`config.mk`:
```
export PLATFORM = sky130hd
export DESIGN_NAME = renameFrontEnd
export DESIGN_NICKNAME = d
export VERILOG_FILES = /design/src/hdl/renamePkg.sv /design/src/hdl/decodeUnit.sv /design/src/hdl/fetchUnit.sv /design/src/hdl/freeList.sv /design/src/hdl/instrQueue.sv /design/src/hdl/renameFrontEnd.sv /design/src/hdl/renameUnit.sv
export VERILOG_INCLUDE_DIRS = /design/src /design/src/hdl
export SDC_FILE = /design/constraint.sdc
export NUM_CORES = 2
export LEC_CHECK = 0
export BUFFER_PORTS_ARGS = -buffer_cell sky130_fd_sc_hd__buf_2
export CAP_MARGIN = 20
export CORE_ASPECT_RATIO = 1.5
export CORE_UTILIZATION = 44
export CTS_BUF_LIST = sky130_fd_sc_hd__clkbuf_8
export CTS_CLUSTER_SIZE = 25
export DETAILED_ROUTE_END_ITERATION = 6
export PLACE_DENSITY = 0.62
export REMOVE_ABC_BUFFERS = 1
export SETUP_SLACK_MARGIN = 0.3
export SYNTH_ARGS = -nofsm -noshare
export SYNTH_HDL_FRONTEND = slang
export SYNTH_SLANG_ARGS = --single-unit
```
`constraint.sdc`:
```
create_clock -name clk -period 8.18 [get_ports clk]
set_input_delay 1.227 -clock clk [delete_from_list [all_inputs] [get_ports clk]]
set_output_delay 1.227 -clock clk [all_outputs]
set_load 0.02 [all_outputs]
```
`src/hdl/renameFrontEnd_config.svh`:
```
`ifndef RENAME_FRONT_END_CONFIG_SVH
`define RENAME_FRONT_END_CONFIG_SVH

`default_nettype none

// ----------------------------------------------------------
// Register file sizes
// ----------------------------------------------------------

// Architectural registers seen by the program
`define NUM_ARCH_REGS 32
`define LOG_ARCH 5

// Physical registers behind the alias table
// NUM_PHYS_REGS must stay a power of two, the free list wraps on it
`define NUM_PHYS_REGS 64
`define LOG_PHYS 6

// ----------------------------------------------------------
// Datapath and queues
// ----------------------------------------------------------

// Data and address width
`define WORD_WIDTH 32

// Queue depths between stages
`define FETCH_QUEUE_DEPTH 8
`define DECODE_QUEUE_DEPTH 8

`default_nettype wire

`endif

```
`src/hdl/renamePkg.sv`:
```
`include "renameFrontEnd_config.svh"
`default_nettype none

package renamePkg;

    // ALU operations understood by the back end
    typedef enum logic [3:0] {
        aluAdd,
        aluSub,
        aluAnd,
        aluOr,
        aluSlt,
        aluNop
    } aluOp_t;

    // Fetch to decode
    typedef struct packed {
        logic [`WORD_WIDTH-1:0] instr;
        logic [`WORD_WIDTH-1:0] pc;
    } fetchedInstr_t;

    // Decode to rename, registers still architectural
    typedef struct packed {
        logic [`WORD_WIDTH-1:0] pc;
        aluOp_t                 aluOp;
        logic [`LOG_ARCH-1:0]   srcA;
        logic [`LOG_ARCH-1:0]   srcB;
        logic [`LOG_ARCH-1:0]   dst;
        logic                   regWrite;
        logic                   hasImm;
        logic [`WORD_WIDTH-1:0] imm;
        logic                   memRead;
        logic                   memWrite;
    } decodedOp_t;

    // Rename output, registers as physical tags
    typedef struct packed {
        logic [`WORD_WIDTH-1:0] pc;
        aluOp_t                 aluOp;
        logic [`LOG_PHYS-1:0]   srcAPhys;
        logic [`LOG_PHYS-1:0]   srcBPhys;
        logic [`LOG_PHYS-1:0]   dstPhys;
        // Previous mapping of the destination, freed when this op retires
        logic [`LOG_PHYS-1:0]   oldDstPhys;
        logic                   regWrite;
        logic                   hasImm;
        logic [`WORD_WIDTH-1:0] imm;
        logic                   memRead;
        logic                   memWrite;
    } renamedOp_t;

endpackage

`default_nettype wire

```
`src/hdl/decodeUnit.sv`:
```
`timescale 1ns/1ps
`include "renameFrontEnd_config.svh"
`default_nettype none

module decodeUnit (
    input  renamePkg::fetchedInstr_t fetched,
    input  logic                     fetchEmpty,
    output logic                     fetchPop,

    output renamePkg::decodedOp_t    decoded,
    output logic                     decodePush,
    input  logic                     decodeFull
);

    // ----------------------------------------------------------
    // MIPS opcodes in the supported subset
    // ----------------------------------------------------------
    localparam logic [5:0] opRType = 6'h00;
    localparam logic [5:0] opAddi  = 6'h08;
    localparam logic [5:0] opAndi  = 6'h0c;
    localparam logic [5:0] opOri   = 6'h0d;
    localparam logic [5:0] opLw    = 6'h23;
    localparam logic [5:0] opSw    = 6'h2b;

    logic [5:0]             opcode;
    logic [5:0]             funct;
    logic [`LOG_ARCH-1:0]   rs;
    logic [`LOG_ARCH-1:0]   rt;
    logic [`LOG_ARCH-1:0]   rd;
    logic [15:0]            imm16;
    logic [`WORD_WIDTH-1:0] immSext;
    logic [`WORD_WIDTH-1:0] immZext;
    renamePkg::aluOp_t      rAluOp;

    assign opcode = fetched.instr[31:26];
    assign rs     = fetched.instr[25:21];
    assign rt     = fetched.instr[20:16];
    assign rd     = fetched.instr[15:11];
    assign imm16  = fetched.instr[15:0];
    assign funct  = fetched.instr[5:0];

    assign immSext = `WORD_WIDTH'($signed(imm16));
    assign immZext = `WORD_WIDTH'(imm16);

    // One op per cycle, straight from queue to queue
    assign fetchPop   = !fetchEmpty && !decodeFull;
    assign decodePush = fetchPop;

    // R-type function field
    always_comb begin
        case (funct)
            6'h20:   rAluOp = renamePkg::aluAdd;
            6'h22:   rAluOp = renamePkg::aluSub;
            6'h24:   rAluOp = renamePkg::aluAnd;
            6'h25:   rAluOp = renamePkg::aluOr;
            6'h2a:   rAluOp = renamePkg::aluSlt;
            default: rAluOp = renamePkg::aluNop;
        endcase
    end

    always_comb begin
        // Anything unrecognised stays a no-op with no register fields
        decoded       = '0;
        decoded.pc    = fetched.pc;
        decoded.aluOp = renamePkg::aluNop;

        case (opcode)
            opRType: begin
                if (rAluOp != renamePkg::aluNop) begin
                    decoded.aluOp    = rAluOp;
                    decoded.srcA     = rs;
                    decoded.srcB     = rt;
                    decoded.dst      = rd;
                    decoded.regWrite = 1'b1;
                end
            end
            opAddi, opAndi, opOri, opLw: begin
                decoded.srcA     = rs;
                decoded.dst      = rt;
                decoded.regWrite = 1'b1;
                decoded.hasImm   = 1'b1;
                decoded.memRead  = (opcode == opLw);
                if (opcode == opAndi) begin
                    decoded.aluOp = renamePkg::aluAnd;
                    decoded.imm   = immZext;
                end else if (opcode == opOri) begin
                    decoded.aluOp = renamePkg::aluOr;
                    decoded.imm   = immZext;
                end else begin
                    decoded.aluOp = renamePkg::aluAdd;
                    decoded.imm   = immSext;
                end
            end
            opSw: begin
                // Base in srcA, store data in srcB
                decoded.aluOp    = renamePkg::aluAdd;
                decoded.srcA     = rs;
                decoded.srcB     = rt;
                decoded.hasImm   = 1'b1;
                decoded.imm      = immSext;
                decoded.memWrite = 1'b1;
            end
            default: begin
                decoded.aluOp = renamePkg::aluNop;
            end
        endcase

        // Writes to $zero are dropped
        if (decoded.dst == '0) begin
            decoded.regWrite = 1'b0;
        end
    end

endmodule

`default_nettype wire

```
`src/hdl/fetchUnit.sv`:
```
`timescale 1ns/1ps
`include "renameFrontEnd_config.svh"
`default_nettype none

module fetchUnit (
    input  logic                      clk,
    input  logic                      rstN,

    output logic [`WORD_WIDTH-1:0]    instrAddr,
    input  logic [`WORD_WIDTH-1:0]    instr,

    output renamePkg::fetchedInstr_t  fetched,
    output logic                      push,
    input  logic                      pushMustWait
);

    logic [`WORD_WIDTH-1:0] pc;
    // Set on the first edge after reset, keeps push quiet during reset
    logic                   running;

    assign instrAddr = pc;

    // Instruction memory answers in the same cycle
    assign fetched.instr = instr;
    assign fetched.pc    = pc;

    assign push = running && !pushMustWait;

    always_ff @(posedge clk or negedge rstN) begin
        if (!rstN) begin
            running <= 1'b0;
            pc      <= '0;
        end else begin
            running <= 1'b1;
            // PC holds while the fetch queue is full
            if (push) begin
                pc <= pc + `WORD_WIDTH'(4);
            end
        end
    end

endmodule

`default_nettype wire

```
`src/hdl/freeList.sv`:
```
`timescale 1ns/1ps
`include "renameFrontEnd_config.svh"
`default_nettype none

module freeList (
    input  logic                 clk,
    input  logic                 rstN,

    input  logic                 allocate,
    output logic [`LOG_PHYS-1:0] freeTag,
    output logic                 empty,

    input  logic                 retireValid,
    input  logic [`LOG_PHYS-1:0] retireReg
);

    logic [`LOG_PHYS-1:0] slots [`NUM_PHYS_REGS];
    // Pointers wrap on their own width
    logic [`LOG_PHYS-1:0] rdPtr;
    logic [`LOG_PHYS-1:0] wrPtr;
    logic [`LOG_PHYS:0]   count;
    logic                 doDeq;

    assign empty   = (count == '0);
    assign freeTag = slots[rdPtr];
    assign doDeq   = allocate && !empty;

    always_ff @(posedge clk or negedge rstN) begin
        if (!rstN) begin
            // Slots 0 to 31 hold tags 32 to 63, the rest is outside count
            for (int i = 0; i < `NUM_PHYS_REGS; i++) begin
                slots[i] <= `LOG_PHYS'(i + `NUM_ARCH_REGS);
            end
            rdPtr <= '0;
            wrPtr <= `LOG_PHYS'(`NUM_ARCH_REGS);
            count <= (`LOG_PHYS + 1)'(`NUM_PHYS_REGS - `NUM_ARCH_REGS);
        end else begin
            if (retireValid) begin
                slots[wrPtr] <= retireReg;
                wrPtr        <= wrPtr + 1'b1;
            end
            if (doDeq) begin
                rdPtr <= rdPtr + 1'b1;
            end
            case ({retireValid, doDeq})
                2'b10:   count <= count + 1'b1;
                2'b01:   count <= count - 1'b1;
                default: count <= count;
            endcase
        end
    end

endmodule

`default_nettype wire

```
`src/hdl/instrQueue.sv`:
```
`timescale 1ns/1ps
`default_nettype none

module instrQueue #(
    parameter type payload_t = logic [31:0],
    parameter int  depth     = 8
) (
    input  logic     clk,
    input  logic     rstN,

    input  payload_t inData,
    input  logic     push,
    output logic     pushMustWait,

    output payload_t outData,
    input  logic     pop,
    output logic     popMustWait
);

    localparam int ptrW   = (depth > 1) ? $clog2(depth) : 1;
    localparam int countW = $clog2(depth + 1);

    payload_t          entries [depth];
    logic [ptrW-1:0]   rdPtr;
    logic [ptrW-1:0]   wrPtr;
    logic [countW-1:0] count;
    logic              doPush;
    logic              doPop;

    // Wrap at depth, which need not be a power of two
    function automatic logic [ptrW-1:0] nextPtr(input logic [ptrW-1:0] ptr);
        return (ptr == ptrW'(depth - 1)) ? '0 : ptr + 1'b1;
    endfunction

    assign pushMustWait = (count == countW'(depth));
    assign popMustWait  = (count == '0);

    assign doPush = push && !pushMustWait;
    assign doPop  = pop && !popMustWait;

    // Head is visible whenever the queue holds something
    assign outData = entries[rdPtr];

    always_ff @(posedge clk or negedge rstN) begin
        if (!rstN) begin
            rdPtr <= '0;
            wrPtr <= '0;
            count <= '0;
        end else begin
            if (doPush) begin
                wrPtr <= nextPtr(wrPtr);
            end
            if (doPop) begin
                rdPtr <= nextPtr(rdPtr);
            end
            case ({doPush, doPop})
                2'b10:   count <= count + 1'b1;
                2'b01:   count <= count - 1'b1;
                default: count <= count;
            endcase
        end
    end

    always_ff @(posedge clk) begin
        if (doPush) begin
            entries[wrPtr] <= inData;
        end
    end

endmodule

`default_nettype wire

```
`src/hdl/renameFrontEnd.sv`:
```
`timescale 1ns/1ps
`include "renameFrontEnd_config.svh"
`default_nettype none

module renameFrontEnd (
    input  logic                  clk,
    input  logic                  rstN,

    output logic [`WORD_WIDTH-1:0] instrAddr,
    input  logic [`WORD_WIDTH-1:0] instr,

    output logic                  renamedValid,
    output renamePkg::renamedOp_t renamedOp,
    input  logic                  renameStall,

    input  logic                  retireValid,
    input  logic [`LOG_PHYS-1:0]  retireReg
);

    // ----------------------------------------------------------
    // Fetch into the fetch queue
    // ----------------------------------------------------------
    renamePkg::fetchedInstr_t fetched;
    renamePkg::fetchedInstr_t fetchHead;
    logic                     fetchPush;
    logic                     fetchFull;
    logic                     fetchPop;
    logic                     fetchEmpty;

    fetchUnit fetch0 (
        .clk          (clk),
        .rstN         (rstN),
        .instrAddr    (instrAddr),
        .instr        (instr),
        .fetched      (fetched),
        .push         (fetchPush),
        .pushMustWait (fetchFull)
    );

    instrQueue #(
        .payload_t (renamePkg::fetchedInstr_t),
        .depth     (`FETCH_QUEUE_DEPTH)
    ) fetchQueue (
        .clk          (clk),
        .rstN         (rstN),
        .inData       (fetched),
        .push         (fetchPush),
        .pushMustWait (fetchFull),
        .outData      (fetchHead),
        .pop          (fetchPop),
        .popMustWait  (fetchEmpty)
    );

    // ----------------------------------------------------------
    // Decode into the decode queue
    // ----------------------------------------------------------
    renamePkg::decodedOp_t decoded;
    renamePkg::decodedOp_t decodeHead;
    logic                  decodePush;
    logic                  decodeFull;
    logic                  decodePop;
    logic                  decodeEmpty;

    decodeUnit decode0 (
        .fetched    (fetchHead),
        .fetchEmpty (fetchEmpty),
        .fetchPop   (fetchPop),
        .decoded    (decoded),
        .decodePush (decodePush),
        .decodeFull (decodeFull)
    );

    instrQueue #(
        .payload_t (renamePkg::decodedOp_t),
        .depth     (`DECODE_QUEUE_DEPTH)
    ) decodeQueue (
        .clk          (clk),
        .rstN         (rstN),
        .inData       (decoded),
        .push         (decodePush),
        .pushMustWait (decodeFull),
        .outData      (decodeHead),
        .pop          (decodePop),
        .popMustWait  (decodeEmpty)
    );

    // ----------------------------------------------------------
    // Rename and free list
    // ----------------------------------------------------------
    logic [`LOG_PHYS-1:0] freeTag;
    logic                 freeEmpty;
    logic                 allocate;

    renameUnit rename0 (
        .clk          (clk),
        .rstN         (rstN),
        .decoded      (decodeHead),
        .decodeEmpty  (decodeEmpty),
        .decodePop    (decodePop),
        .freeTag      (freeTag),
        .freeEmpty    (freeEmpty),
        .allocate     (allocate),
        .renamedOp    (renamedOp),
        .renamedValid (renamedValid),
        .renameStall  (renameStall)
    );

    // Retire strobe stands in for the reorder buffer
    freeList freeList0 (
        .clk         (clk),
        .rstN        (rstN),
        .allocate    (allocate),
        .freeTag     (freeTag),
        .empty       (freeEmpty),
        .retireValid (retireValid),
        .retireReg   (retireReg)
    );

endmodule

`default_nettype wire

```
`src/hdl/renameUnit.sv`:
```
`timescale 1ns/1ps
`include "renameFrontEnd_config.svh"
`default_nettype none

module renameUnit (
    input  logic                  clk,
    input  logic                  rstN,

    input  renamePkg::decodedOp_t decoded,
    input  logic                  decodeEmpty,
    output logic                  decodePop,

    input  logic [`LOG_PHYS-1:0]  freeTag,
    input  logic                  freeEmpty,
    output logic                  allocate,

    output renamePkg::renamedOp_t renamedOp,
    output logic                  renamedValid,
    input  logic                  renameStall
);

    // Front-end alias table
    logic [`LOG_PHYS-1:0]  aliasTable [`NUM_ARCH_REGS];
    renamePkg::renamedOp_t nextOp;
    logic                  outFree;

    // ----------------------------------------------------------
    // Pop rule
    // ----------------------------------------------------------

    // Output register empty or leaving this cycle
    assign outFree = !renamedValid || !renameStall;

    assign decodePop = !decodeEmpty && outFree && (!decoded.regWrite || !freeEmpty);
    assign allocate  = decodePop && decoded.regWrite;

    // ----------------------------------------------------------
    // Mapping lookup
    // ----------------------------------------------------------

    // Reads see the table before this cycle's update
    always_comb begin
        nextOp.pc         = decoded.pc;
        nextOp.aluOp      = decoded.aluOp;
        nextOp.srcAPhys   = aliasTable[decoded.srcA];
        nextOp.srcBPhys   = aliasTable[decoded.srcB];
        nextOp.dstPhys    = decoded.regWrite ? freeTag : '0;
        nextOp.oldDstPhys = aliasTable[decoded.dst];
        nextOp.regWrite   = decoded.regWrite;
        nextOp.hasImm     = decoded.hasImm;
        nextOp.imm        = decoded.imm;
        nextOp.memRead    = decoded.memRead;
        nextOp.memWrite   = decoded.memWrite;
    end

    always_ff @(posedge clk or negedge rstN) begin
        if (!rstN) begin
            for (int i = 0; i < `NUM_ARCH_REGS; i++) begin
                aliasTable[i] <= `LOG_PHYS'(i);
            end
            renamedValid <= 1'b0;
        end else begin
            if (allocate) begin
                aliasTable[decoded.dst] <= freeTag;
            end
            // Held op stays valid under stall
            if (outFree) begin
                renamedValid <= decodePop;
            end
        end
    end

    always_ff @(posedge clk) begin
        if (decodePop) begin
            renamedOp <= nextOp;
        end
    end

endmodule

`default_nettype wire

```
==> results.sh <==
export IMPL_status="complete, no violations"
export IMPL_finalClockSkew_ns=0.0875
export IMPL_viasPerCell=5.77
export IMPL_cts_tree="built"
export IMPL_critical_path_class="flop to flop"
export IMPL_ant_nets=0
export IMPL_finalWeightedCongestion=0.991
export IMPL_core_um2=171000
export IMPL_rows=186
export IMPL_post_synth_top_area_fraction_pct=44.5
export IMPL_antenna_found_initial=11
export IMPL_portBuffers=165
export IMPL_placed_cells_incl_taps=6545
export IMPL_firstDrtPassIters=5
export IMPL_ys_flop_type="edfxtp_1"
export IMPL_final_common_cell="edfxtp_1"
export IMPL_drcViolationCount=0
export IMPL_cap_violations=0
export IMPL_gr_usage_all_layers_pct=21.5
export IMPL_peakVddDrop_uv=315
export IMPL_cts_buffers_inserted=284
export IMPL_post_cts_setup_buffers=0
export IMPL_drt_wl_total_um=186000
export IMPL_initial_utilization_pct=44.4
export IMPL_synth_cell_type_count=64
export IMPL_most_common_layout_cells="edfxtp_1 (1126), mux2_2 (683), mux4_2 (393)"
export IMPL_ys_warn_count=0
export IMPL_slew_headroom_pct=27.1
export IMPL_synth_area_leaders="edfxtp_1 (44%), dfrtp_1 (12%), mux4_2 (12%)"
export IMPL_root_buffer="clkbuf_8"
export IMPL_grt_pass1_wl_um=280000
export IMPL_clk_latency_ns=1.02
export IMPL_synth_seq_cells=1773
export IMPL_fin_crit_sh_pct=59.5
export IMPL_fin_cells=7040
export IMPL_setup_viol=0
export IMPL_min_period_ns=4.87
export IMPL_area_delta_synth_final_pct=11.4
export IMPL_final_max_slew_viol_count=0
export IMPL_cts_max_level=5
export IMPL_grt_overflow=0
export IMPL_critical_path_max_fanout=51
export IMPL_worst_pin_slew_ns=1.08
export IMPL_die_w_um=341
export IMPL_layout_nets=4647
export IMPL_grt_max_degree=150
export IMPL_die_area_um2=174000
export IMPL_synth_edff_count=1126
export IMPL_cp_arrival_ns=5.77
export IMPL_power_leakage_nw=31.3
export IMPL_clkSinkCount=1773
export IMPL_clk_pin_slew_worst_paths_ns=0.06
export IMPL_drive_above_1_share_pct=42.3
export IMPL_vias=40600
export IMPL_critPathRequiredTime_ns=9.07
export IMPL_ys_seq_area_share_pct=66.2
export IMPL_critPathLaunchType="flop"
export IMPL_fin_ws_ns=3.31
export IMPL_pin_count=171
export IMPL_drt_iter0_drc=3127
export IMPL_min_path_type="input port to asynchronous set/reset pin"
export IMPL_rsz0062_at_grt="no"
export IMPL_ctsResizeCount=0
export IMPL_power_density_nw_per_um2=417
export IMPL_clockBufferDepth=4
export IMPL_die_h_um=511
export IMPL_grt_pass1_vias=42900
export IMPL_fmax_mhz=205
export IMPL_syn_inst=4303
export IMPL_place_ws_ns=3.29
export IMPL_postSynthAreaPerCell_um2=17.7
export IMPL_crit_path_end_kind="flop"
export IMPL_cts_hold_buf=0
export IMPL_async_reset_ff_share_pct=36.5
export IMPL_synth_area_um2=76000
export IMPL_hold_viol_final=0
export IMPL_synth_top_area_cell="edfxtp_1"
export IMPL_wl_per_cell_um=26.4
export IMPL_dp_hpwl_um=115000
[cell usage after synthesis, drive strengths merged (3+ instances only)]
cell type  count
a2111oi        6
a211oi        64
a21o           8
a21oi         70
a221oi         8
a22oi          3
a311oi         3
a31oi          7
a32oi          4
and2          17
and3          13
and3b          3
buf          149
clkbuf       113
dfrtp        373
dfstp        274
edfxtp      1126
fa             3
ha            23
inv           23
mux2         684
mux2i        240
mux4         393
nand2        184
nand2b         6
nand3         41
nand3b         4
nand4         11
nor2         145
nor2b         58
nor3          30
nor3b         11
nor4          18
o211ai         3
o21ai         29
o221ai         3
o22ai         72
o41ai          3
or2            3
or3            7
xnor2         30
xor2          21
[worst paths after layout]
kind	startpoint	to	slack, ns	depth (start not counted)
max	decodeQueue.rdPtr[2]$_DFFE_PN0P_	freeList0.count[6]$_DFFE_PN0P_	3.31	13
min	rstN	freeList0.slots[284]$_DFFE_PN0P_	0.28	1
max reg2reg	decodeQueue.rdPtr[2]$_DFFE_PN0P_	freeList0.count[6]$_DFFE_PN0P_	3.31	13
min reg2reg	freeList0.count[6]$_DFFE_PN0P_	freeList0.count[6]$_DFFE_PN0P_	0.47	1
max in group asynchronous	rstN	rename0.aliasTable[67]$_DFFE_PN0P_	6.45	2
min in group clk	freeList0.count[6]$_DFFE_PN0P_	freeList0.count[6]$_DFFE_PN0P_	0.47	1
[kinds of logic (layout without fill, tap and decap cells)]
family / after synthesis / after routing / share of synthesized area (%)
multiplexers: 1317 / 1317 / 25.0
adder cells (fa/ha/maj): 26 / 26 / 0.458
buffers and inverters: 287 / 761 / 1.73
flip-flops: 1773 / 1773 / 66.2
AO/OA/AOI/OAI: 290 / 290 / 2.46
AND/OR/NAND/NOR: 557 / 557 / 3.56
other: 2 / 9 / 0.00988
XOR/XNOR: 51 / 51 / 0.588
[sequential cells by signal, indices dropped and copies added, names as in the netlist, 4 cells and up]
name / flops
freeList0.wrPtr: 6
fetchQueue.entries: 496
freeList0.slots: 384
fetchQueue.count: 4
decodeQueue.entries: 552
rename0.renamedOp: 78
rename0.aliasTable: 192
freeList0.count: 7
fetch0.instrAddr: 30
decodeQueue.count: 4
freeList0.rdPtr: 6
[through the flow]
step,utilization [%],TNS [ns],hold WS [ns],power (mW),cell area (um^2)
detailed placement,46.3,0,0.453,28.4,79300
finish,49.4,0,0.280,35.3,84700
global route,49.4,0,0.271,37.0,84700
floorplan,-,-122.39,0.433,24.0,74800
CTS,49.4,0,0.205,35.6,84600
global placement,46.3,0,0.459,28.2,79300
[per-layer routing]
| layer | up-vias | routed length, um | GRT usage (%) | share of wire, % |
|---|---|---|---|---|
| met5 | - | 54 | 0 | 0.029 |
| met4 | 8 | 7060 | 8.54 | 3.8 |
| met3 | 425 | 9560 | 3.72 | 5.1 |
| met2 | 1260 | 94800 | 36.6 | 51 |
| met1 | 21500 | 74500 | 27.2 | 40 |
| li1 | 17500 | - | - | - |
[power breakdown]
| group | switching (mW) | internal, mW | total [mW] | leakage [nW] |
|---|---|---|---|---|
| registers | 1.69 | 13.1 | 14.8 | 18.1 |
| logic | 8.01 | 5.36 | 13.4 | 10.1 |
| clock network | 3.38 | 3.77 | 7.16 | 3.07 |
[critical path: stages (launching register included)]
cell	delay (ns)
dfrtp_4	0.94
buf_4	0.73
mux2i_1	0.28
nor3_2	0.66
ha_1	0.43
inv_1	0.12
fa_1	0.41
nor2b_1	0.12
o21ai_0	0.10
a21boi_0	0.25
o21ai_0	0.14
and3_1	0.20
nor3_1	0.18
xor2_1	0.16
[layout make-up]
| cell class | count | area (um^2) |
|---|---|---|
| clock inverters | 173 | 936 |
| flip-flops and latches | 1773 | 50400 |
| repair buffers | 248 | 1550 |
| clock buffers | 315 | 4340 |
| diodes | 3 | 7.51 |
| fillers | 14400 | 86600 |
| inverters | 25 | 96.3 |
| multi-input cells | 2247 | 24500 |
| well taps | 2256 | 2820 |
Note: power is estimated with default switching activity, not from simulation.
